### config.mk
export PLATFORM = sky130hd
export DESIGN_NAME = bank_stall_regs
export DESIGN_NICKNAME = d
export VERILOG_FILES = /design/src/hw/split_cfg_pkg.sv /design/src/hw/tcdm_pkg.sv /design/src/hw/bank_stall_regs.sv
export SDC_FILE = /design/constraint.sdc
export NUM_CORES = 1
export LEC_CHECK = 0
export ABC_AREA = 1
export BUFFER_PORTS_ARGS = -buffer_cell sky130_fd_sc_hd__buf_2
export CAP_MARGIN = 20
export CORE_AREA = 2 2 39 41
export DETAILED_ROUTE_END_ITERATION = 10
export DIE_AREA = 0 0 41 43
export PLACE_DENSITY = 0.73
export RECOVER_POWER = 100
export SETUP_SLACK_MARGIN = 0.5
export SLEW_MARGIN = 20
export SYNTH_ARGS = -nofsm -noshare
export SYNTH_HDL_FRONTEND = slang
export SYNTH_SLANG_ARGS = --single-unit
### constraint.sdc
create_clock -name clk_i -period 0.92 [get_ports clk_i]
set_clock_uncertainty 0.15 [all_clocks]
set_input_delay 0.184 -clock clk_i [delete_from_list [all_inputs] [get_ports clk_i]]
set_output_delay 0.184 -clock clk_i [all_outputs]
set_load 0.02 [all_outputs]
### src/hw/split_cfg_pkg.sv
// stall register map
`default_nettype none

package split_cfg_pkg;

  localparam int unsigned STALL_W    = 4;  // one stall period field
  localparam int unsigned CFG_ADDR_W = 4;

  // bank 0 period, bank i follows at +i
  localparam logic [CFG_ADDR_W-1:0] STALL_BASE = 4'h4;

  // register address of a bank's stall period
  function automatic logic [CFG_ADDR_W-1:0] stall_addr(input int unsigned bank);
    logic [CFG_ADDR_W-1:0] ofs;
    ofs = CFG_ADDR_W'(bank);
    return STALL_BASE + ofs;
  endfunction

endpackage

`default_nettype wire

### src/hw/tcdm_pkg.sv
// tcdm bus widths and payloads
`default_nettype none

package tcdm_pkg;

  localparam int unsigned ADDR_W      = 32;             // byte address
  localparam int unsigned WIDE_DW     = 64;             // accelerator side data width
  localparam int unsigned UW          = 4;              // user tag, echoed with the response
  localparam int unsigned NB_CHAN_DEF = 2;

  localparam int unsigned NARROW_DW = WIDE_DW / NB_CHAN_DEF; // one bank word
  localparam int unsigned NARROW_BW = NARROW_DW / 8;

  // one slice of a wide request as seen by a bank
  typedef struct packed {
    logic [ADDR_W-1:0]    addr;
    logic                 wen;   // high = read
    logic [NARROW_BW-1:0] be;
    logic [NARROW_DW-1:0] data;
    logic [UW-1:0]        user;
  } narrow_req_t;

  // bank response, data is don't-care for writes
  typedef struct packed {
    logic [NARROW_DW-1:0] data;
    logic [UW-1:0]        user;
  } narrow_rsp_t;

endpackage

`default_nettype wire

### src/hw/bank_stall_regs.sv
// bank stall period registers
`timescale 1ns/1ps
`default_nettype none

module bank_stall_regs #(
  parameter int unsigned NB_CHAN = tcdm_pkg::NB_CHAN_DEF
) (
  input  logic                                           clk_i,
  input  logic                                           rst_ni,
  input  logic                                           cfg_we_i,
  input  logic [split_cfg_pkg::CFG_ADDR_W-1:0]           cfg_addr_i,
  input  logic [split_cfg_pkg::STALL_W-1:0]              cfg_wdata_i,
  output logic [split_cfg_pkg::STALL_W-1:0]              cfg_rdata_o,
  output logic [NB_CHAN-1:0][split_cfg_pkg::STALL_W-1:0] stall_period_o
);

  logic [NB_CHAN-1:0]                             sel;     // address hits bank i
  logic [NB_CHAN-1:0][split_cfg_pkg::STALL_W-1:0] stall_q;

  for (genvar i = 0; i < NB_CHAN; i++) begin : g_dec
    assign sel[i] = (cfg_addr_i == split_cfg_pkg::stall_addr(i));
  end

  always_ff @(posedge clk_i or negedge rst_ni) begin
    if (!rst_ni) begin
      stall_q <= '0;  // all banks grant freely
    end else if (cfg_we_i) begin
      for (int i = 0; i < NB_CHAN; i++) begin
        if (sel[i]) stall_q[i] <= cfg_wdata_i; // unmapped writes fall through
      end
    end
  end

  // read back, unmapped addresses give zero
  always_comb begin
    cfg_rdata_o = '0;
    for (int i = 0; i < NB_CHAN; i++) begin
      if (sel[i]) cfg_rdata_o = stall_q[i];
    end
  end

  assign stall_period_o = stall_q;

endmodule

`default_nettype wire

# After elaboration in Yosys (flattened, before gate mapping)

Cells that the tools add are included.

Muxes and demuxes: 2
Reductions and logical operators: 2
Eq/ne operators: 2

Operators with widths:

| operator                                                              | number |
|---|---|
| 4-bit by 3-bit equality test with 1-bit output, second input constant | 2 |
| 4-bit two-way mux                                                     | 2 |
| 2-bit AND reduction                                                   | 2 |

Input port bits: 11
Word-level logic and storage cells: 8
Bits in registers: 8
Output and inout bits: 12

# Longest topological paths before layout

Word-level depth: 3
Depth in mapped cells: 5

# Least setup slack after synthesis

No wires, ideal clock.

Path type: register -> output
Start point: register stall_q (netlist bit stall_period_o[0])
End point: output cfg_rdata_o[0] (netlist name)
Cell stages (with the launch flop): 3
Setup slack: -129 ps
Path buffers: 0
Arrival: 715 ps
Data required time: 586 ps
Cell sequence: dfrtp_1 > nand3_1 > nand2_1

Longest elaborated chain between the ends: 2

RTL lines:

| what                              | line                  | source |
|---|---|---|
| from (decl)                       | bank_stall_regs.sv:18 | `logic [NB_CHAN-1:0][split_cfg_pkg::STALL_W-1:0] stall_q;` |
| from (signal, indexed assignment) | bank_stall_regs.sv:29 | `if (sel[i]) stall_q[i] <= cfg_wdata_i;` |
| 4-bit two-way mux (2 in a row)    | bank_stall_regs.sv:38 | `if (sel[i]) cfg_rdata_o = stall_q[i];` |
| to (decl)                         | bank_stall_regs.sv:13 | `output logic [split_cfg_pkg::STALL_W-1:0] cfg_rdata_o,` |

Every way passes these cells.

# Worst setup path after layout

Start point: register stall_q (netlist bit stall_period_o[1])
End point: output cfg_rdata_o[1] (netlist name)

The elaborated chain is that of the path after synthesis.

==> flow_metrics.py <==
metrics = {
    "floorplanning": {
        "dieArea_mm2": 0.001763,
        "start_util_pct": 32.19,
        "boundaryPins": 23,
        "die_width_um": 41,
        "core-area_mm2": 0.001384,
        "die_y_um": 43,
        "rows": 14,
    },
    "synth": {
        "yosysTopAreaCell": "dfrtp_1",
        "yosysMostFrequentCell": "nand2_1",
        "syn_nets": 68,
        "synthCells": 57,
        "synthDistinctLibCells": 10,
        "synthesis.area_um2": 445.4,
        "ys_seq_area_share_pct": 44.94,
        "ys_ff_latch": 8,
        "avgSynthCellArea_um2": 7.815,
        "async_flop_share_pct": 100.0,
        "netlist_top_cells_area": "dfrtp_1, nand2_1, nand3_1",
        "yosys-top-cells-count": "nand2_1, dfrtp_1, nand3_1",
        "yosys.area.top_type_share_pct": 44.94,
        "ys.flop_type": "dfrtp_1",
        "synth_edf_count": 0,
        "ys_warn_count": 0,
    },
    "sta": {
        "rsz0062_at_grt": "true",
        "min_period_ns": 1.257,
        "report.final.slew_viol_count": 0,
        "hold_ws_ns": -0.3043,
        "worst_slew_pin_slew_ns": 0.4361,
        "finalHoldViolations": 8,
        "setup_viol_count_final": 20,
        "max_freq_ghz": 0.7955,
        "tns_ns": -3.343,
        "fin_ws_ns": -0.3371,
        "min_period_over_period_pct": 136.6,
        "maxSlewHeadroom_pct": 70.93,
    },
    "routing": {
        "drc": 0,
        "viasPerCell": 4.991,
        "drtAntennaViolNets": 0,
        "dr.pass1.iters": 4,
        "avgRoutedWirePerCell_um": 11.89,
        "drtIter0Drc": 12,
        "finalWirelength_mm": 1.260,
        "wl_met1_um": 477,
        "via_count": 529,
        "wl_met2_um": 685,
        "dr_wl_met3_um": 56,
        "top_layer_used": "met4",
    },
    "clock_network": {
        "clock-sinks": 8,
        "clock_latency_ns": 0.25,
        "clk_pin_slew_ns": 0.05,
        "h-tree-depth": 1,
        "cts_buffer_depth": 2,
        "cts-root-buf": "clkbuf_4",
        "cts_buffers": 3,
        "cts_tree": "built",
    },
    "job": {
        "maxCapViolCount": 0,
    },
    "placed_design": {
        "port_buffers": 22,
        "dp_hpwl_um": 849.2,
        "place.gp.congestion": 0.7639,
        "dp_cells": 101,
        "dp_slack_ns": -0.3076,
    },
    "grt": {
        "antenna_found_initial": 0,
        "grt_pass1_vias": 473,
        "grt_max_degree": 11,
        "grt_usage_pct": 16.33,
        "grt_pass1_wl_mm": 1.925,
        "grt.overflow.total": 0,
    },
    "setup_path": {
        "start_kind": "flip-flop",
        "crit_fanout": 3,
        "crit_arrival_ns": 0.92,
        "crit_type": "flip-flop to output pin",
        "crit_required_ns": 0.59,
        "end_kind": "output pin",
    },
    "cells_and_area": {
        "diodes": 0,
        "drive_gt1_share_pct": 66.67,
        "largest_reg_flops": 8,
        "syn_to_final_growth_pct": 78.37,
        "layout.nets": 103,
        "finalNonFillerCells": 106,
    },
    "min_path": {
        "min-delay-path-class": "input port to asynchronous set/reset pin",
    },
    "run_status": {
        "violations": "negative hold slack, negative setup slack",
        "outcome": "finished, violations left",
    },
    "power_and_ir_drop": {
        "peakVddDrop_v": 0.0007830,
        "cellLeakagePower_uw": 0.0003991,
        "p_per_area_mw_per_mm2": 1542,
    },
}
-- cell families (layout without fill, tap and decap cells) --
logic type / count (synthesis) / in the layout / share of synthesized area [%]
buffers and inverters: 5 / 38 / 4.492
and+or+nand+nor: 44 / 44 / 50.56
DFF: 8 / 8 / 44.94
-- routing by layer --
metal | vias to the layer above | GRT usage [%]
li1 | 253 | -
met1 | 252 | 18.89
met2 | 20 | 25.94
met3 | 4 | 7.853
met4 | 0 | 4.000
met5 | - | 0
-- final timing paths --
kind	to	cells after the start	start	slack (ns)
worst min-delay path	stall_period_o[2]$_DFFE_PN0P_	1	rst_ni	-0.30
worst max register to register	stall_period_o[6]$_DFFE_PN0P_	3	stall_period_o[6]$_DFFE_PN0P_	-0.02
worst max-delay path	cfg_rdata_o[1]	3	stall_period_o[1]$_DFFE_PN0P_	-0.34
max in group asynchronous	stall_period_o[4]$_DFFE_PN0P_	1	rst_ni	0.59
min in group clk_i	stall_period_o[4]$_DFFE_PN0P_	3	cfg_wdata_i[0]	0.05
worst min register to register	stall_period_o[7]$_DFFE_PN0P_	2	stall_period_o[7]$_DFFE_PN0P_	0.35
-- cells in the final DEF (no fill, tap or decap) --
master     n
nand3_2    5
nand3_1    4
nand2_2    8
nand2_1   18
clkbuf_4   3
buf_2     10
buf_8      1
nor2_2     1
nand3_4    1
inv_8      1
nand4_1    4
dfrtp_2    8
clkbuf_1   1
inv_1      3
nor2_4     3
buf_4      9
buf_6     10
-- critical path, cell delays in order (launching register included) --
cell	delay (ns)
dfrtp_2	0.42
nand3_2	0.08
nand2_2	0.05
buf_6	0.12
-- power breakdown --
| part | switching, µW | internal [µW] |
|---|---|---|
| combinational | 247 | 210 |
| sequential | 75.9 | 439 |
| clock | 105 | 148 |
| total | 427 | 798 |
-- through the flow --
| stage | power (µW) | cell area (µm²) | utilization, % |
|---|---|---|---|
| floorplan | 694.4 | 473.0 | - |
| global placement | 845.8 | 650.6 | 47.02 |
| detailed placement | 850.1 | 650.6 | 47.02 |
| CTS | 1174 | 769.5 | 55.61 |
| global route | 1323 | 794.5 | 57.41 |
| finish | 1225 | 794.5 | 57.41 |
-- cell type report --
type,instances,area [µm²]
clock buffer,3,22.52
fill,126,589.3
inverter,4,22.52
multi-input combinational,44,270.3
sequential,8,210.2
tap,16,20.02
timing repair buffer,31,249.0
-- what timing repair did --
item,CTS,global route
gates resized for setup,22,9
setup endpoints to repair,20,20
pin swaps,5,0
buffers inserted,2,0
hold endpoints to repair,8,8
gates cloned,0,0
Power figures use the tool's default switching activity.
