<file path="config.mk">
export PLATFORM = sky130hd
export DESIGN_NAME = wide_port_split
export DESIGN_NICKNAME = d
export VERILOG_FILES = /design/src/hw/tcdm_pkg.sv /design/src/hw/chan_fifo.sv /design/src/hw/wide_port_split.sv
export SDC_FILE = /design/constraint.sdc
export NUM_CORES = 1
export LEC_CHECK = 0
export BUFFER_PORTS_ARGS = -buffer_cell sky130_fd_sc_hd__buf_2
export CELL_PAD_IN_SITES_DETAIL_PLACEMENT = 0
export CELL_PAD_IN_SITES_GLOBAL_PLACEMENT = 1
export CORE_MARGIN = 4
export CORE_UTILIZATION = 48
export CTS_BUF_LIST = sky130_fd_sc_hd__clkbuf_8 sky130_fd_sc_hd__clkbuf_16
export CTS_CLUSTER_SIZE = 20
export DETAILED_ROUTE_END_ITERATION = 7
export PLACE_DENSITY_LB_ADDON = 0.2
export SLEW_MARGIN = 20
export SYNTH_ARGS = -nofsm -noshare
export SYNTH_HDL_FRONTEND = slang
export SYNTH_SLANG_ARGS = --single-unit
</file>
<file path="constraint.sdc">
create_clock -name clk_i -period 8.12 [get_ports clk_i]
set_clock_uncertainty 0.2 [all_clocks]
set_input_delay 0.812 -clock clk_i [delete_from_list [all_inputs] [get_ports clk_i]]
set_output_delay 0.812 -clock clk_i [all_outputs]
set_load 0.02 [all_outputs]
</file>
<file path="src/hw/tcdm_pkg.sv">
// tcdm bus widths and payloads
`default_nettype none

package tcdm_pkg;

  localparam int unsigned ADDR_W      = 32;             // byte address
  localparam int unsigned WIDE_DW     = 64;             // accelerator side data width
  localparam int unsigned UW          = 4;              // user tag, echoed with the response
  localparam int unsigned NB_CHAN_DEF = 2;

  localparam int unsigned NARROW_DW = WIDE_DW / NB_CHAN_DEF; // one bank word
  localparam int unsigned NARROW_BW = NARROW_DW / 8;

  // one slice of a wide request as seen by a bank
  typedef struct packed {
    logic [ADDR_W-1:0]    addr;
    logic                 wen;   // high = read
    logic [NARROW_BW-1:0] be;
    logic [NARROW_DW-1:0] data;
    logic [UW-1:0]        user;
  } narrow_req_t;

  // bank response, data is don't-care for writes
  typedef struct packed {
    logic [NARROW_DW-1:0] data;
    logic [UW-1:0]        user;
  } narrow_rsp_t;

endpackage

`default_nettype wire

</file>
<file path="src/hw/chan_fifo.sv">
// channel fifo
// circular buffer with valid/ready on both sides
`timescale 1ns/1ps
`default_nettype none

module chan_fifo #(
  parameter int unsigned DEPTH     = 2,
  parameter type         payload_t = logic [31:0]
) (
  input  logic     clk_i,
  input  logic     rst_ni,
  input  logic     clear_i,
  input  logic     push_valid_i,
  input  payload_t push_data_i,
  output logic     push_ready_o,
  output logic     pop_valid_o,
  output payload_t pop_data_o,
  input  logic     pop_ready_i
);

  localparam int unsigned PTR_W = (DEPTH > 1) ? $clog2(DEPTH) : 1;
  localparam int unsigned CNT_W = $clog2(DEPTH + 1);

  payload_t         mem_q [DEPTH];  // storage, no reset
  logic [PTR_W-1:0] wr_ptr_q;
  logic [PTR_W-1:0] rd_ptr_q;
  logic [CNT_W-1:0] count_q;
  logic             alive_q;        // low until the first clock after reset
  logic             full;
  logic             empty;
  logic             push_fire;
  logic             pop_fire;

  // wrap at DEPTH-1, depth need not be a power of two
  function automatic logic [PTR_W-1:0] ptr_next(input logic [PTR_W-1:0] ptr);
    return (ptr == PTR_W'(DEPTH - 1)) ? '0 : ptr + 1'b1;
  endfunction

  if (DEPTH < 1) begin : g_depth_err
    $error("chan_fifo needs DEPTH of at least 1");
  end

  assign full         = (count_q == CNT_W'(DEPTH));
  assign empty        = (count_q == '0);
  assign pop_valid_o  = !empty;
  assign pop_data_o   = mem_q[rd_ptr_q];
  assign push_ready_o = alive_q && (!full || pop_ready_i); // full fifo takes a push on pop
  assign pop_fire     = pop_valid_o && pop_ready_i;
  assign push_fire    = push_valid_i && push_ready_o;

  always_ff @(posedge clk_i or negedge rst_ni) begin
    if (!rst_ni) begin
      wr_ptr_q <= '0;
      rd_ptr_q <= '0;
      count_q  <= '0;
      alive_q  <= 1'b0;
    end else begin
      alive_q <= 1'b1;
      if (clear_i) begin
        wr_ptr_q <= '0;
        rd_ptr_q <= '0;
        count_q  <= '0;
      end else begin
        if (push_fire) wr_ptr_q <= ptr_next(wr_ptr_q);
        if (pop_fire)  rd_ptr_q <= ptr_next(rd_ptr_q);
        case ({push_fire, pop_fire})
          2'b10:   count_q <= count_q + 1'b1;
          2'b01:   count_q <= count_q - 1'b1;
          default: count_q <= count_q;       // both or neither
        endcase
      end
    end
  end

  always_ff @(posedge clk_i) begin
    if (push_fire) mem_q[wr_ptr_q] <= push_data_i;
  end

  // a push past full would have moved the write pointer off the read pointer
  a_no_push_full: assert property (@(posedge clk_i) disable iff (!rst_ni)
    full |-> (wr_ptr_q == rd_ptr_q));
  // a pop from empty would have moved the read pointer off the write pointer
  a_no_pop_empty: assert property (@(posedge clk_i) disable iff (!rst_ni)
    empty |-> (wr_ptr_q == rd_ptr_q));

endmodule

`default_nettype wire

</file>
<file path="src/hw/wide_port_split.sv">
// wide port split
// one wide request into NB_CHAN narrow requests, responses joined back
`timescale 1ns/1ps
`default_nettype none

module wide_port_split #(
  parameter int unsigned NB_CHAN    = 2,
  parameter int unsigned DW         = 64,
  parameter int unsigned FIFO_DEPTH = 2
) (
  input  logic                                clk_i,
  input  logic                                rst_ni,
  input  logic                                clear_i,
  // wide side
  input  logic                                req_i,
  input  logic [tcdm_pkg::ADDR_W-1:0]         addr_i,
  input  logic                                wen_i,    // high = read
  input  logic [DW/8-1:0]                     be_i,
  input  logic [DW-1:0]                       wdata_i,
  input  logic [tcdm_pkg::UW-1:0]             user_i,
  input  logic                                r_ready_i,
  output logic                                gnt_o,
  output logic                                r_valid_o,
  output logic [DW-1:0]                       r_data_o,
  output logic [tcdm_pkg::UW-1:0]             r_user_o,
  // channel side
  output logic [NB_CHAN-1:0]                  bank_req_valid_o,
  output tcdm_pkg::narrow_req_t [NB_CHAN-1:0] bank_req_o,
  input  logic [NB_CHAN-1:0]                  bank_req_ready_i,
  input  logic [NB_CHAN-1:0]                  bank_rsp_valid_i,
  input  tcdm_pkg::narrow_rsp_t [NB_CHAN-1:0] bank_rsp_i,
  output logic [NB_CHAN-1:0]                  bank_rsp_ready_o
);

  localparam int unsigned DW_OUT = DW / NB_CHAN;
  localparam int unsigned BW_OUT = DW_OUT / 8;

  typedef enum logic { GNT, NO_GNT } gnt_state_t;
  typedef enum logic { RSP_COLLECT, RSP_VALID } rsp_state_t;

  gnt_state_t gnt_cs, gnt_ns;
  rsp_state_t rsp_cs, rsp_ns;

  tcdm_pkg::narrow_req_t [NB_CHAN-1:0] req_slice;
  tcdm_pkg::narrow_rsp_t [NB_CHAN-1:0] rsp_head;       // response fifo outputs
  logic [NB_CHAN-1:0] req_push_valid;
  logic [NB_CHAN-1:0] req_push_ready;
  logic [NB_CHAN-1:0] req_accept;                       // slice taken this cycle
  logic [NB_CHAN-1:0] mask_q, mask_d;                   // slices taken in earlier cycles
  logic [NB_CHAN-1:0] done_mask;
  logic [NB_CHAN-1:0] rsp_head_valid;
  logic               rsp_pop;

  if (DW % NB_CHAN != 0) begin : g_div_err
    $error("wide_port_split needs NB_CHAN to divide DW");
  end

  for (genvar i = 0; i < NB_CHAN; i++) begin : g_chan
    localparam logic [tcdm_pkg::ADDR_W-1:0] ADDR_OFS = i * BW_OUT;

    assign req_slice[i].addr = addr_i + ADDR_OFS;    // word interleaving
    assign req_slice[i].wen  = wen_i;
    assign req_slice[i].be   = be_i[i*BW_OUT +: BW_OUT];
    assign req_slice[i].data = wdata_i[i*DW_OUT +: DW_OUT];
    assign req_slice[i].user = user_i;

    assign req_push_valid[i] = req_i && !done_mask[i]; // never re-present a taken slice
    assign r_data_o[i*DW_OUT +: DW_OUT] = rsp_head[i].data;

    chan_fifo #(
      .DEPTH     ( FIFO_DEPTH             ),
      .payload_t ( tcdm_pkg::narrow_req_t )
    ) req_fifo_inst (
      .clk_i        ( clk_i               ),
      .rst_ni       ( rst_ni              ),
      .clear_i      ( clear_i             ),
      .push_valid_i ( req_push_valid[i]   ),
      .push_data_i  ( req_slice[i]        ),
      .push_ready_o ( req_push_ready[i]   ),
      .pop_valid_o  ( bank_req_valid_o[i] ),
      .pop_data_o   ( bank_req_o[i]       ),
      .pop_ready_i  ( bank_req_ready_i[i] )
    );

    chan_fifo #(
      .DEPTH     ( FIFO_DEPTH             ),
      .payload_t ( tcdm_pkg::narrow_rsp_t )
    ) rsp_fifo_inst (
      .clk_i        ( clk_i               ),
      .rst_ni       ( rst_ni              ),
      .clear_i      ( clear_i             ),
      .push_valid_i ( bank_rsp_valid_i[i] ),
      .push_data_i  ( bank_rsp_i[i]       ),
      .push_ready_o ( bank_rsp_ready_o[i] ),
      .pop_valid_o  ( rsp_head_valid[i]   ),
      .pop_data_o   ( rsp_head[i]         ),
      .pop_ready_i  ( rsp_pop             )   // all channels pop together
    );

    // tags must line up, channel 0 alone is forwarded
    if (i > 0) begin : g_user_chk
      a_user_match: assert property (@(posedge clk_i) disable iff (!rst_ni)
        r_valid_o |-> (rsp_head[i].user == rsp_head[0].user));
    end
  end

  // grant tracking
  assign done_mask  = (gnt_cs == NO_GNT) ? mask_q : '0;
  assign req_accept = req_push_valid & req_push_ready;
  assign gnt_o      = req_i && (&(req_accept | done_mask)); // last missing slices taken

  always_comb begin
    gnt_ns = gnt_cs;
    mask_d = mask_q;
    if (gnt_cs == GNT) begin
      if (req_i && !gnt_o) begin   // partial accept, remember who took it
        gnt_ns = NO_GNT;
        mask_d = req_accept;
      end
    end else if (gnt_o) begin
      gnt_ns = GNT;
      mask_d = '0;
    end else begin
      mask_d = mask_q | req_accept;
    end
  end

  // response tracking, early channel data waits in its fifo
  always_comb begin
    rsp_ns = rsp_cs;
    case (rsp_cs)
      RSP_COLLECT: if (&rsp_head_valid) rsp_ns = RSP_VALID;
      RSP_VALID:   if (r_ready_i) rsp_ns = RSP_COLLECT;
      default:     rsp_ns = RSP_COLLECT;
    endcase
  end

  assign r_valid_o = (rsp_cs == RSP_VALID);
  assign rsp_pop   = r_valid_o && r_ready_i;
  assign r_user_o  = rsp_head[0].user;

  always_ff @(posedge clk_i or negedge rst_ni) begin
    if (!rst_ni) begin
      gnt_cs <= GNT;
      rsp_cs <= RSP_COLLECT;
      mask_q <= '0;
    end else if (clear_i) begin
      gnt_cs <= GNT;
      rsp_cs <= RSP_COLLECT;
      mask_q <= '0;
    end else begin
      gnt_cs <= gnt_ns;
      rsp_cs <= rsp_ns;
      mask_q <= mask_d;
    end
  end

endmodule

`default_nettype wire

</file>
Word level (Yosys, flattened, before mapping) --
Memories as Yosys holds them, arrays and structs flattened. Cells that the tools add are included.
Storage, ports and cells: bits in read-only memories 0, memories kept 4, input port bits 190, latch bits 0, logic and storage cells 157, memory bits (writable) 436, flip-flop bits (word level) 21
Cells by class: equality and inequality tests 12, multiplexer cells 53, magnitude comparators 0, divide/modulo/power cells 0, reductions and logical operators 51, bitwise logic cells 4, shift-type cells 0, $mul 0, $add $sub $neg 17
Memory list:
- g_chan[0].req_fifo_inst.mem_q | depth 2, width 73, rd ports 1, clocked after memory_dff 0, write ports 1, RTL line chan_fifo.sv:24 | payload_t mem_q [DEPTH];
- g_chan[1].req_fifo_inst.mem_q | depth 2, width 73, rd ports 1, clocked after memory_dff 0, write ports 1, RTL line chan_fifo.sv:24
- g_chan[0].rsp_fifo_inst.mem_q | depth 2, width 36, rd ports 1, clocked after memory_dff 0, write ports 1, RTL line chan_fifo.sv:24
- g_chan[1].rsp_fifo_inst.mem_q | depth 2, width 36, rd ports 1, clocked after memory_dff 0, write ports 1, RTL line chan_fifo.sv:24
Operators with widths (count):
- $mux W1 | 39
- $add A32 B3 Y32 const B | 1
- $mux W2 | 9
- $logic_and A1 B1 Y1 | 17
- $eq A2 B2 Y1 const B | 8
- $pmux W2 S2 | 4
- $reduce_bool A2 Y1 | 8
- $reduce_bool A3 Y1 | 5
- $logic_not A1 Y1 | 11
- $add A1 B1 Y1 const B | 8
- $add A2 B1 Y2 const B | 4
- $eq A2 B1 Y1 const B | 4
- $logic_not A2 Y1 | 4
- $sub A2 B1 Y2 const B | 4
- $logic_or A1 B1 Y1 | 4
- $or A2 B2 Y2 | 2
- $reduce_and A2 Y1 | 2
- $and A2 B2 Y2 | 1
- $pmux W1 S2 | 1
- $not A1 Y1 | 1

Logic depth before layout (Yosys ltp) --
Gate-level depths: netlist of run 1.
depth in word-level cells 13, gate-level depth with buffers 5, gate-level depth less buffers 5

Cells and area by module --
A second synthesis of run 1 with hierarchy kept.
Second synthesis, totals: cells, all modules 907, area, all modules 17682.0 µm²
Modules (own cells, without submodules):
- chan_fifo at g_chan[0].rsp_fifo_inst ... | cells each 141, times used 2, area an instance 2866.5 µm², seq. area each 2287.2 µm²
- chan_fifo at g_chan[0].req_fifo_inst | cells each 255, times used 1, area an instance 5577.8 µm², seq. area each 4509.3 µm²
- chan_fifo at g_chan[1].req_fifo_inst | cells each 256, times used 1, area an instance 5525.3 µm², seq. area each 4509.3 µm²
- wide_port_split | cells each 114, times used 1, area an instance 845.8 µm², seq. area each 100.1 µm²

Least setup slack after synthesis of run 1 --
Ideal clock, no wire load.
kind input to register, start input req_i, end memory g_chan[1].req_fifo_inst.mem_q[0][0] in the netlist's numbering (enable), setup slack 2853 ps, data arrival time 4553 ps, stages 3, data required time 7407 ps, cells stage by stage nand2_1 -> nor3b_1 -> nor2b_1
Between the ends: cells in the longest elaborated chain, start to end 4
RTL lines:
- start, declared | RTL line wide_port_split.sv:15 | input logic req_i,
- $logic_and A1 B1 Y1 | RTL line wide_port_split.sv:67 | assign req_push_valid[i] = req_i && !done_mask[i];
- $logic_and A1 B1 Y1 | RTL line chan_fifo.sv:49 | assign push_fire = push_valid_i && push_ready_o;
- $mux W1 | RTL line chan_fifo.sv:76 | if (push_fire) mem_q[wr_ptr_q] <= push_data_i;
- $mux W1 (not written as such) | RTL line chan_fifo.sv:76
- end, declared | RTL line chan_fifo.sv:24
No other way between the ends.

==> results of run 1 <==
==> metrics by stage <==
stage	power, W	setup slack (ns)	cell area (um2)
after floorplan	0.00295	2.85	17300
after global placement	0.00312	4.89	19800
after detailed placement	0.00313	4.88	19800
after CTS	0.00509	4.70	21200
after global routing	0.00522	4.65	21300
final	0.00503	4.78	21300
==> cells in the mapped netlist, types with 2 or more instances <==
library cell,number
edfxtp_1,428
mux2_2,215
dfrtp_1,21
nand2_1,20
nor2_1,20
xor2_1,19
xnor2_1,17
buf_2,15
clkbuf_1,14
inv_1,12
nor3_1,12
nand3_1,10
o21ai_0,8
a21oi_1,7
nor2b_1,6
a311oi_1,4
and2_1,4
and3_1,4
buf_4,4
nand4_1,4
nor3b_1,4
a211oi_1,3
and4_1,3
nor4_1,3
a21boi_0,2
a32oi_1,2
mux2i_1,2
nor3_2,2
nor4_2,2
or2_2,2
or3b_2,2
==> state kept, by name (all words and copies together) (netlist names) <==
name	flops
gnt_cs	1
g_chan.rsp_fifo_inst.count_q	4
g_chan.req_fifo_inst.count_q	4
g_chan.rsp_fifo_inst.alive_q	1
g_chan.req_fifo_inst.wr_ptr_q	2
g_chan.rsp_fifo_inst.mem_q	136
g_chan.req_fifo_inst.mem_q	292
g_chan.rsp_fifo_inst.rd_ptr_q	2
g_chan.rsp_fifo_inst.wr_ptr_q	2
mask_q	2
g_chan.req_fifo_inst.rd_ptr_q	2
r_valid_o	1
==> path summary, 6_finish.rpt <==
| kind | end | depth (start not counted) | slack, ns |
|---|---|---|---|
| hold / removal | r_valid_o | 1 | 0.03 |
| max in group asynchronous | g_chan[1].req_fifo_inst.rd_ptr_q | 1 | 7.31 |
| setup reg to reg | g_chan[1].req_fifo_inst.mem_q[0][26] | 4 | 5.23 |
| hold reg to reg | g_chan[1].rsp_fifo_inst.rd_ptr_q | 2 | 0.35 |
| setup / recovery | bank_req_o[121] | 2 | 4.78 |
| min in group clk_i | g_chan[0].req_fifo_inst.mem_q[1][12] | 1 | 0.24 |
==> metal layers <==
layer | track usage (%) | vias up | routed length [um]
li1 | - | 4349 | -
met1 | 21.7 | 4544 | 13800
met2 | 29.1 | 290 | 17900
met3 | 6.26 | 66 | 3220
met4 | 6.96 | 6 | 1070
met5 | 0 | - | 28
==> area by class of cell <==
class / count / area share [%]
Antenna cell: 4 / 0.0471
Clock buffer: 49 / 5.77
Clock inverter: 31 / 0.807
Inverter: 12 / 0.212
Multi-Input combinational cell: 397 / 17.4
Sequential cell: 449 / 63.0
Tap cell: 461 / 2.71
Timing Repair Buffer: 415 / 10.1
==> logic make-up (layout without fill, tap and decap cells) <==
kind of cell,after synthesis,in the layout,synth area share (%)
adders and majority gates,1,1,0.0725
muxes,217,217,14.1
other,1,5,0.0217
AOI/OAI and AO/OA,33,33,1.40
buffers and inverters,46,507,1.24
xor gates and xnor gates,36,36,1.83
and+or+nand+nor,109,109,3.76
DFF,449,449,77.5
==> where the power goes <==
| part | switching, W | leakage (nW) | internal (W) | total (W) |
|---|---|---|---|---|
| clock network | 0.000814 | 0.739 | 0.00114 | 0.00195 |
| logic | 0.000243 | 2.88 | 0.000158 | 0.000401 |
| registers | 0.0000379 | 4.21 | 0.00264 | 0.00267 |
==> worst register-to-register path: stages, from the launching register on <==
cell     delay (ns)
dfrtp_1        0.56
nand2_1        0.23
nor3b_1        0.44
nor2b_4        0.22
buf_4          0.80
==> placed cells by master, fill, tap and decap left out, drive strengths merged, types with 11 or more instances in the layout <==
cell	netlist	routed
buf	20	415
edfxtp	428	428
clkinv	0	14
xnor2	17	17
nand2	21	21
clkbuf	14	49
mux2	215	215
dfrtp	21	21
nor2	20	20
nand3	11	11
inv	12	27
nor3	14	14
xor2	19	19
==> results.sh, run 1 <==
export IMPL_avgSynthCellArea_um2=19.3
export IMPL_place_congestion=0.729
export IMPL_ctsResizeCount=0
export IMPL_grt_overflow=0
export IMPL_route_detailed_drc=0
export IMPL_dieArea_um2=39000
export IMPL_path_delay_family="flip-flops"
export IMPL_io_buffers=405
export IMPL_syn_area_um2=17300
export IMPL_startpoint_type="register"
export IMPL_synth_edf_count=428
export IMPL_cts_tree="done"
export IMPL_whs_ns=0.0263
export IMPL_finalCritPeriodShare_pct=41.1
export IMPL_wl_per_cell_um=19.8
export IMPL_timing_final_crit_period_ns=3.34
export IMPL_drtIter0Drc=469
export IMPL_drive_gt1_share_pct=52.3
export IMPL_rsz0062_at_grt="false"
export IMPL_ctsHoldBuffers=0
export IMPL_first_global_vias=9497
export IMPL_cts_buffers=46
export IMPL_ant_nets=0
export IMPL_max_cap_viol_count=0
export IMPL_ys_seq_area_share_pct=77.5
export IMPL_synth_distinct_cells=52
export IMPL_area_growth_pct=23.2
export IMPL_worstPathArrival_ns=2.33
export IMPL_final_util_pct=59.9
export IMPL_crit_buf_inv=1
export IMPL_critPathMaxStageDelay_ns=1.12
export IMPL_r2r_start="g_chan[1].rsp_fifo_inst.alive_q"
export IMPL_htree_levels=2
export IMPL_synth_top_area_cell="edfxtp_1"
export IMPL_io_pins=410
export IMPL_final_cells=1818
export IMPL_synth_top_area_share_pct=74.5
export IMPL_firstDrtPassIters=4
export IMPL_cp_required_ns=7.11
export IMPL_synth_area_leaders="edfxtp_1, mux2_2, dfrtp_1"
export IMPL_cpMaxStageDelayCell="dfrtp_4"
export IMPL_cp_cell_sequence="mux2_2 -> buf_2"
export IMPL_insertion_delay_ns=0.55
export IMPL_syn_nets=1083
export IMPL_clk_pin_slew_ns=0.06
export IMPL_peakVddDrop_uv=212
export IMPL_fillers=2718
export IMPL_fin_tns_setup_ns=0
export IMPL_yosys_warnings=0
export IMPL_multiInputGateArea_um2=3700
export IMPL_end_kind="output pin"
export IMPL_setup_viol=0
export IMPL_cts_setup_buffers=0
export IMPL_crit_start="g_chan[1].req_fifo_inst.rd_ptr_q"
export IMPL_hold_path_class="input port to asynchronous set/reset pin"
export IMPL_antenna_found_initial=6
export IMPL_maxSlewViolCount=0
export IMPL_status="complete, no violations"
export IMPL_fmax_mhz=299
export IMPL_clock_sinks=449
export IMPL_seqCellArea_um2=13400
export IMPL_dr_total_vias=9255
export IMPL_grt_max_degree=75
export IMPL_die_h_um=198
export IMPL_via_per_inst=5.09
export IMPL_place_inst=1732
export IMPL_row_count=69
export IMPL_worst_pin_slew_ns=1.07
export IMPL_ys_flop_type="edfxtp_1"
export IMPL_crit_type="register to output pin"
export IMPL_routed_wirelength_um=36000
export IMPL_hpwlAfterDp_um=23300
export IMPL_grt_usage_pct=17.8
export IMPL_ys_seq_elements=449
export IMPL_postSynthCellCount=892
export IMPL_power_leakage_nw=7.82
export IMPL_die_w_um=198
export IMPL_cts_path_max_buffers=3
export IMPL_nets=1512
export IMPL_powerDensity_nw_per_um2=237
export IMPL_start_util_pct=48.6
export IMPL_grt_pass1_wl_um=53700
export IMPL_cp_max_fo=74
export IMPL_hold_viol=0
export IMPL_root_buffer="clkbuf_16"
export IMPL_core_area_um2=35500
export IMPL_postSynth_asyncResetShare_pct=4.68
export IMPL_slew_headroom_pct=28.7
No activity file was read; power rests on OpenSTA's default activity.
==> inputs of run 2 (changes only) <==
Settings changed: CORE_UTILIZATION 48 to 45.
Clock period 8.12 ns to 3.2 ns, I/O delays scaled along.
==> results.sh, run 2 (synthesis results as in run 1) <==
export IMPL_hold_viol=0
export IMPL_io_pins=410
export IMPL_timing_final_crit_period_ns=2.76
export IMPL_status="complete, no violations"
export IMPL_fin_area_um2=23200
export IMPL_reg_top3="g_chan.req_fifo_inst.mem_q: 292 flops, g_chan.rsp_fifo_inst.mem_q: 136 flops"
export IMPL_via_per_inst=4.86
export IMPL_first_global_vias=10638
export IMPL_die_h_um=204
export IMPL_regMostFlops="g_chan.req_fifo_inst.mem_q"
export IMPL_setup_viol=0
export IMPL_cts_buffers=47
export IMPL_fin_tns_setup_ns=0
export IMPL_rsz0062_at_grt="false"
export IMPL_area_growth_pct=34.7
export IMPL_fillers=2868
export IMPL_clk_pin_slew_ns=0.06
export IMPL_worstPathArrival_ns=2.24
export IMPL_drtIter0Drc=514
export IMPL_cts_setup_buffers=0
export IMPL_core_area_um2=37800
export IMPL_wl_per_cell_um=18.8
export IMPL_p_switching_w=0.00288
export IMPL_fmax_mhz=362
export IMPL_grt_pass1_wl_um=59200
export IMPL_end_kind="output pin"
export IMPL_antenna_found_initial=2
export IMPL_cts_path_max_buffers=3
export IMPL_slew_headroom_pct=63.0
export IMPL_insertion_delay_ns=0.56
export IMPL_final_cell_mix="edfxtp_1, buf_2, mux2_2"
export IMPL_worst_pin_slew_ns=0.555
export IMPL_grt_usage_pct=18.3
export IMPL_placed_area_um2=20000
export IMPL_grt_max_degree=74
export IMPL_p_comb_share_pct=9.7
export IMPL_routed_wirelength_um=38900
export IMPL_layout_commonest_cell="edfxtp_1"
export IMPL_crit_start="g_chan[1].req_fifo_inst.rd_ptr_q"
export IMPL_dieArea_um2=41500
export IMPL_finalCritPeriodShare_pct=86.3
export IMPL_cp_required_ns=2.68
export IMPL_row_count=71
export IMPL_start_util_pct=45.7
export IMPL_peakVddDrop_uv=437
export IMPL_power_w=0.0129
export IMPL_ant_nets=0
export IMPL_grt_overflow=0
export IMPL_startpoint_type="register"
export IMPL_final_util_pct=61.5
export IMPL_largest_reg_flops=292
export IMPL_place_congestion=0.763
export IMPL_dr_total_vias=10012
export IMPL_hold_path_class="input port to asynchronous set/reset pin"
export IMPL_max_cap_viol_count=0
export IMPL_firstDrtPassIters=4
export IMPL_root_buffer="clkbuf_16"
export IMPL_crit_type="register to output pin"
export IMPL_multiInputGateArea_um2=3700
export IMPL_seqCellArea_um2=13400
export IMPL_clock_sinks=449
export IMPL_io_buffers=405
export IMPL_power_share_sequential_pct=52.5
export IMPL_p_int_w=0.00998
export IMPL_power_leakage_nw=8.63
export IMPL_clock_power_share_pct=37.7
export IMPL_maxSlewViolCount=0
export IMPL_r2r_start="gnt_cs"
export IMPL_hpwlAfterDp_um=24900
export IMPL_nets=1707
export IMPL_powerDensity_nw_per_um2=554
export IMPL_cp_max_fo=42
export IMPL_cts_tree="done"
export IMPL_p_sw_share_pct=22.4
export IMPL_route_detailed_drc=0
export IMPL_htree_levels=2
export IMPL_die_w_um=204
export IMPL_drive_gt1_share_pct=46.4
run 2: cell types whose count changed in the layout (fill, tap and decap cells not counted), moves of 3 or more:
cell	previous run	this run
diode_2	4	1
clkinvlp_4	0	3
buf_4	8	12
dlygate4sd3_1	0	186
buf_12	0	6
run 2: metrics by stage:
step,cells,worst slack [ns],hold WS [ns]
2_1_floorplan,892,0.309,-0.176
3_3_place_gp,1792,0.810,0.128
3_5_place_dp,1792,0.776,0.134
4_1_cts,2061,0.366,0.0539
5_1_grt,2062,0.327,0.0898
6_report,2062,0.439,0.0785
run 2: worst max-delay path: stages (launching register included):
cell	delay, ns
dfrtp_4	0.78
buf_12	0.32
mux2_2	0.39
buf_2	0.16
run 2: area by class of cell:
type	count	area share, %
Multi-Input combinational cell	397	15.9
Clock buffer	49	5.28
Sequential cell	449	57.6
Tap cell	511	2.75
Inverter	12	0.194
Antenna cell	1	0.0108
Timing Repair Buffer	609	17.6
Clock inverter	34	0.619
run 2: final timing paths:
check                                                        to  slack, ns  cells after the start
setup / recovery                                bank_req_o[103]       0.44                      3
hold / removal                                        r_valid_o       0.08                      2
setup reg to reg           g_chan[0].req_fifo_inst.mem_q[1][37]       0.83                      4
hold reg to reg                g_chan[1].rsp_fifo_inst.rd_ptr_q       0.35                      2
max in group asynchronous      g_chan[1].req_fifo_inst.rd_ptr_q       2.31                      2
min in group clk_i         g_chan[0].req_fifo_inst.mem_q[0][32]       0.28                      2
run 2: repair_timing:
action,4_1_cts,5_1_grt
hold buffers,186,0
gates resized for setup,0,0
hold endpoints to repair,463,0
run 2: power by group through the flow:
stage / combinational (W) / clock [W] / sequential (W)
after floorplan: 0.000624 / 0 / 0.00685
after global placement: 0.00107 / 0 / 0.00687
after detailed placement: 0.00108 / 0 / 0.00688
after CTS: 0.00127 / 0.00501 / 0.00676
after global routing: 0.00135 / 0.00527 / 0.00677
final: 0.00125 / 0.00485 / 0.00676
run 2: layer usage:
layer  share of wire (%)  track usage (%)  vias to the layer above
met5               0.033                0                        -
met4                 2.5             5.16                        2
met3                 8.0             6.49                       58
met2                  50             31.1                      295
met1                  40             22.3                     4919
li1                    -                -                     4738
==> inputs of run 3 (changes only) <==
Settings changed: PLACE_DENSITY from default to 0.84, PLACE_DENSITY_LB_ADDON 0.2 to default, SLEW_MARGIN 20 to 15.
==> results.sh, run 3 (synthesis results as in run 1) <==
export IMPL_first_global_vias=11107
export IMPL_power_share_sequential_pct=51.0
export IMPL_root_buffer="clkbuf_16"
export IMPL_grt_overflow=0
export IMPL_timing_final_crit_period_ns=2.72
export IMPL_layout_commonest_cell="edfxtp_1"
export IMPL_io_buffers=405
export IMPL_ctsResizeCount=0
export IMPL_firstDrtPassIters=5
export IMPL_antenna_found_initial=2
export IMPL_p_sw_share_pct=22.2
export IMPL_routed_wirelength_um=41100
export IMPL_setup_viol=0
export IMPL_fillers=2654
export IMPL_dr_total_vias=10252
export IMPL_nets=1707
export IMPL_powerDensity_nw_per_um2=567
export IMPL_grt_usage_pct=19.3
export IMPL_cp_required_ns=2.68
export IMPL_clk_pin_slew_ns=0.06
export IMPL_reg_top3="g_chan.req_fifo_inst.mem_q: 292 flops, g_chan.rsp_fifo_inst.mem_q: 136 flops"
export IMPL_fmax_mhz=367
export IMPL_worstPathArrival_ns=2.20
export IMPL_start_util_pct=45.7
export IMPL_row_count=71
export IMPL_final_cell_mix="edfxtp_1, buf_2, mux2_2"
export IMPL_route_detailed_drc=0
export IMPL_largest_reg_flops=292
export IMPL_p_comb_share_pct=9.6
export IMPL_peakVddDrop_uv=447
export IMPL_clock_power_share_pct=39.4
export IMPL_wl_per_cell_um=19.9
export IMPL_clock_sinks=449
export IMPL_drive_gt1_share_pct=47.2
export IMPL_htree_levels=2
export IMPL_io_pins=410
export IMPL_cts_path_max_buffers=3
export IMPL_path_delay_family="flip-flops"
export IMPL_cts_buffers=46
export IMPL_via_per_inst=4.97
export IMPL_area_growth_pct=35.5
export IMPL_p_switching_w=0.00294
export IMPL_cp_cell_sequence="buf_4 -> mux2_2 -> buf_2"
export IMPL_place_congestion=0.754
export IMPL_die_w_um=204
export IMPL_cp_max_fo=36
export IMPL_regMostFlops="g_chan.req_fifo_inst.mem_q"
export IMPL_grt_pass1_wl_um=62100
export IMPL_grt_max_degree=74
export IMPL_end_kind="output pin"
export IMPL_dieArea_um2=41500
export IMPL_maxSlewViolCount=0
export IMPL_rsz0062_at_grt="false"
export IMPL_cpMaxStageDelayCell="dfrtp_4"
export IMPL_hold_path_class="input port to asynchronous set/reset pin"
export IMPL_critPathMaxStageDelay_ns=0.79
export IMPL_slew_headroom_pct=62.6
export IMPL_crit_buf_inv=2
export IMPL_startpoint_type="register"
export IMPL_ant_nets=0
export IMPL_insertion_delay_ns=0.56
export IMPL_drtIter0Drc=582
export IMPL_fin_tns_setup_ns=0
export IMPL_worst_pin_slew_ns=0.561
export IMPL_p_int_w=0.0103
export IMPL_core_area_um2=37800
export IMPL_die_h_um=204
export IMPL_power_leakage_nw=8.66
export IMPL_max_cap_viol_count=0
export IMPL_whs_ns=0.151
export IMPL_r2r_setup_slack_ns=0.70
export IMPL_cts_tree="done"
export IMPL_hold_viol=0
export IMPL_finalCritPeriodShare_pct=85.1
export IMPL_status="complete, no violations"
export IMPL_crit_type="register to output pin"
export IMPL_hpwlAfterDp_um=25200
[run 3: per-layer routing]
layer / vias to the layer above / global-route usage, % / share of wire [%]
li1: 4742 / - / -
met1: 5043 / 22.0 / 37
met2: 383 / 33.6 / 51
met3: 84 / 7.25 / 9.1
met4: 0 / 6.31 / 3.2
met5: - / 0 / 0
[run 3: worst paths after layout]
path / from / to / cells after the start
worst max-delay path: g_chan[1].req_fifo_inst.rd_ptr_q / bank_req_o[122] / 3
worst min-delay path: rst_ni / g_chan[1].rsp_fifo_inst.count_q[0] / 2
worst max register to register: g_chan[1].rsp_fifo_inst.alive_q / g_chan[0].req_fifo_inst.mem_q[1][22] / 4
worst min register to register: g_chan[1].rsp_fifo_inst.rd_ptr_q / g_chan[1].rsp_fifo_inst.rd_ptr_q / 2
max in group asynchronous: rst_ni / g_chan[0].req_fifo_inst.rd_ptr_q / 2
min in group clk_i: be_i[7] / g_chan[1].req_fifo_inst.mem_q[1][39] / 2
[run 3: power groups by stage]
| stage | Sequential (W) | Combinational (W) | Clock [W] |
|---|---|---|---|
| 2_1_floorplan | 0.00685 | 0.000624 | 0 |
| 3_3_place_gp | 0.00687 | 0.00106 | 0 |
| 3_5_place_dp | 0.00689 | 0.00108 | 0 |
| 4_1_cts | 0.00676 | 0.00127 | 0.00536 |
| 5_1_grt | 0.00678 | 0.00136 | 0.00563 |
| 6_report | 0.00677 | 0.00127 | 0.00522 |
[run 3: metrics by stage]
step / total power (W) / utilization [%] / cells / worst slack (ns) / instance area [um2]
2_1_floorplan: 0.00747 / - / 892 / 0.309 / 17300
3_3_place_gp: 0.00793 / 53.0 / 1792 / 0.713 / 20000
3_5_place_dp: 0.00796 / 53.0 / 1792 / 0.674 / 20000
4_1_cts: 0.0134 / 61.9 / 2060 / 0.382 / 23400
5_1_grt: 0.0138 / 61.9 / 2062 / 0.354 / 23400
6_report: 0.0133 / 61.9 / 2062 / 0.475 / 23400
[run 3: timing repair]
item,CTS,global route
hold endpoints to repair,463,0
setup buffers,0,0
hold buffers,187,0
[run 3: area by class of cell]
| class | count | area (um2) | area share, % |
|---|---|---|---|
| antenna | 2 | 5.00 | 0.0214 |
| clock buffer | 47 | 1180 | 5.03 |
| clock inverter | 34 | 300 | 1.28 |
| inverter | 12 | 45.0 | 0.193 |
| multi-input combinational | 397 | 3700 | 15.8 |
| sequential | 449 | 13400 | 57.2 |
| tap | 511 | 639 | 2.73 |
| timing repair buffer | 610 | 4130 | 17.7 |
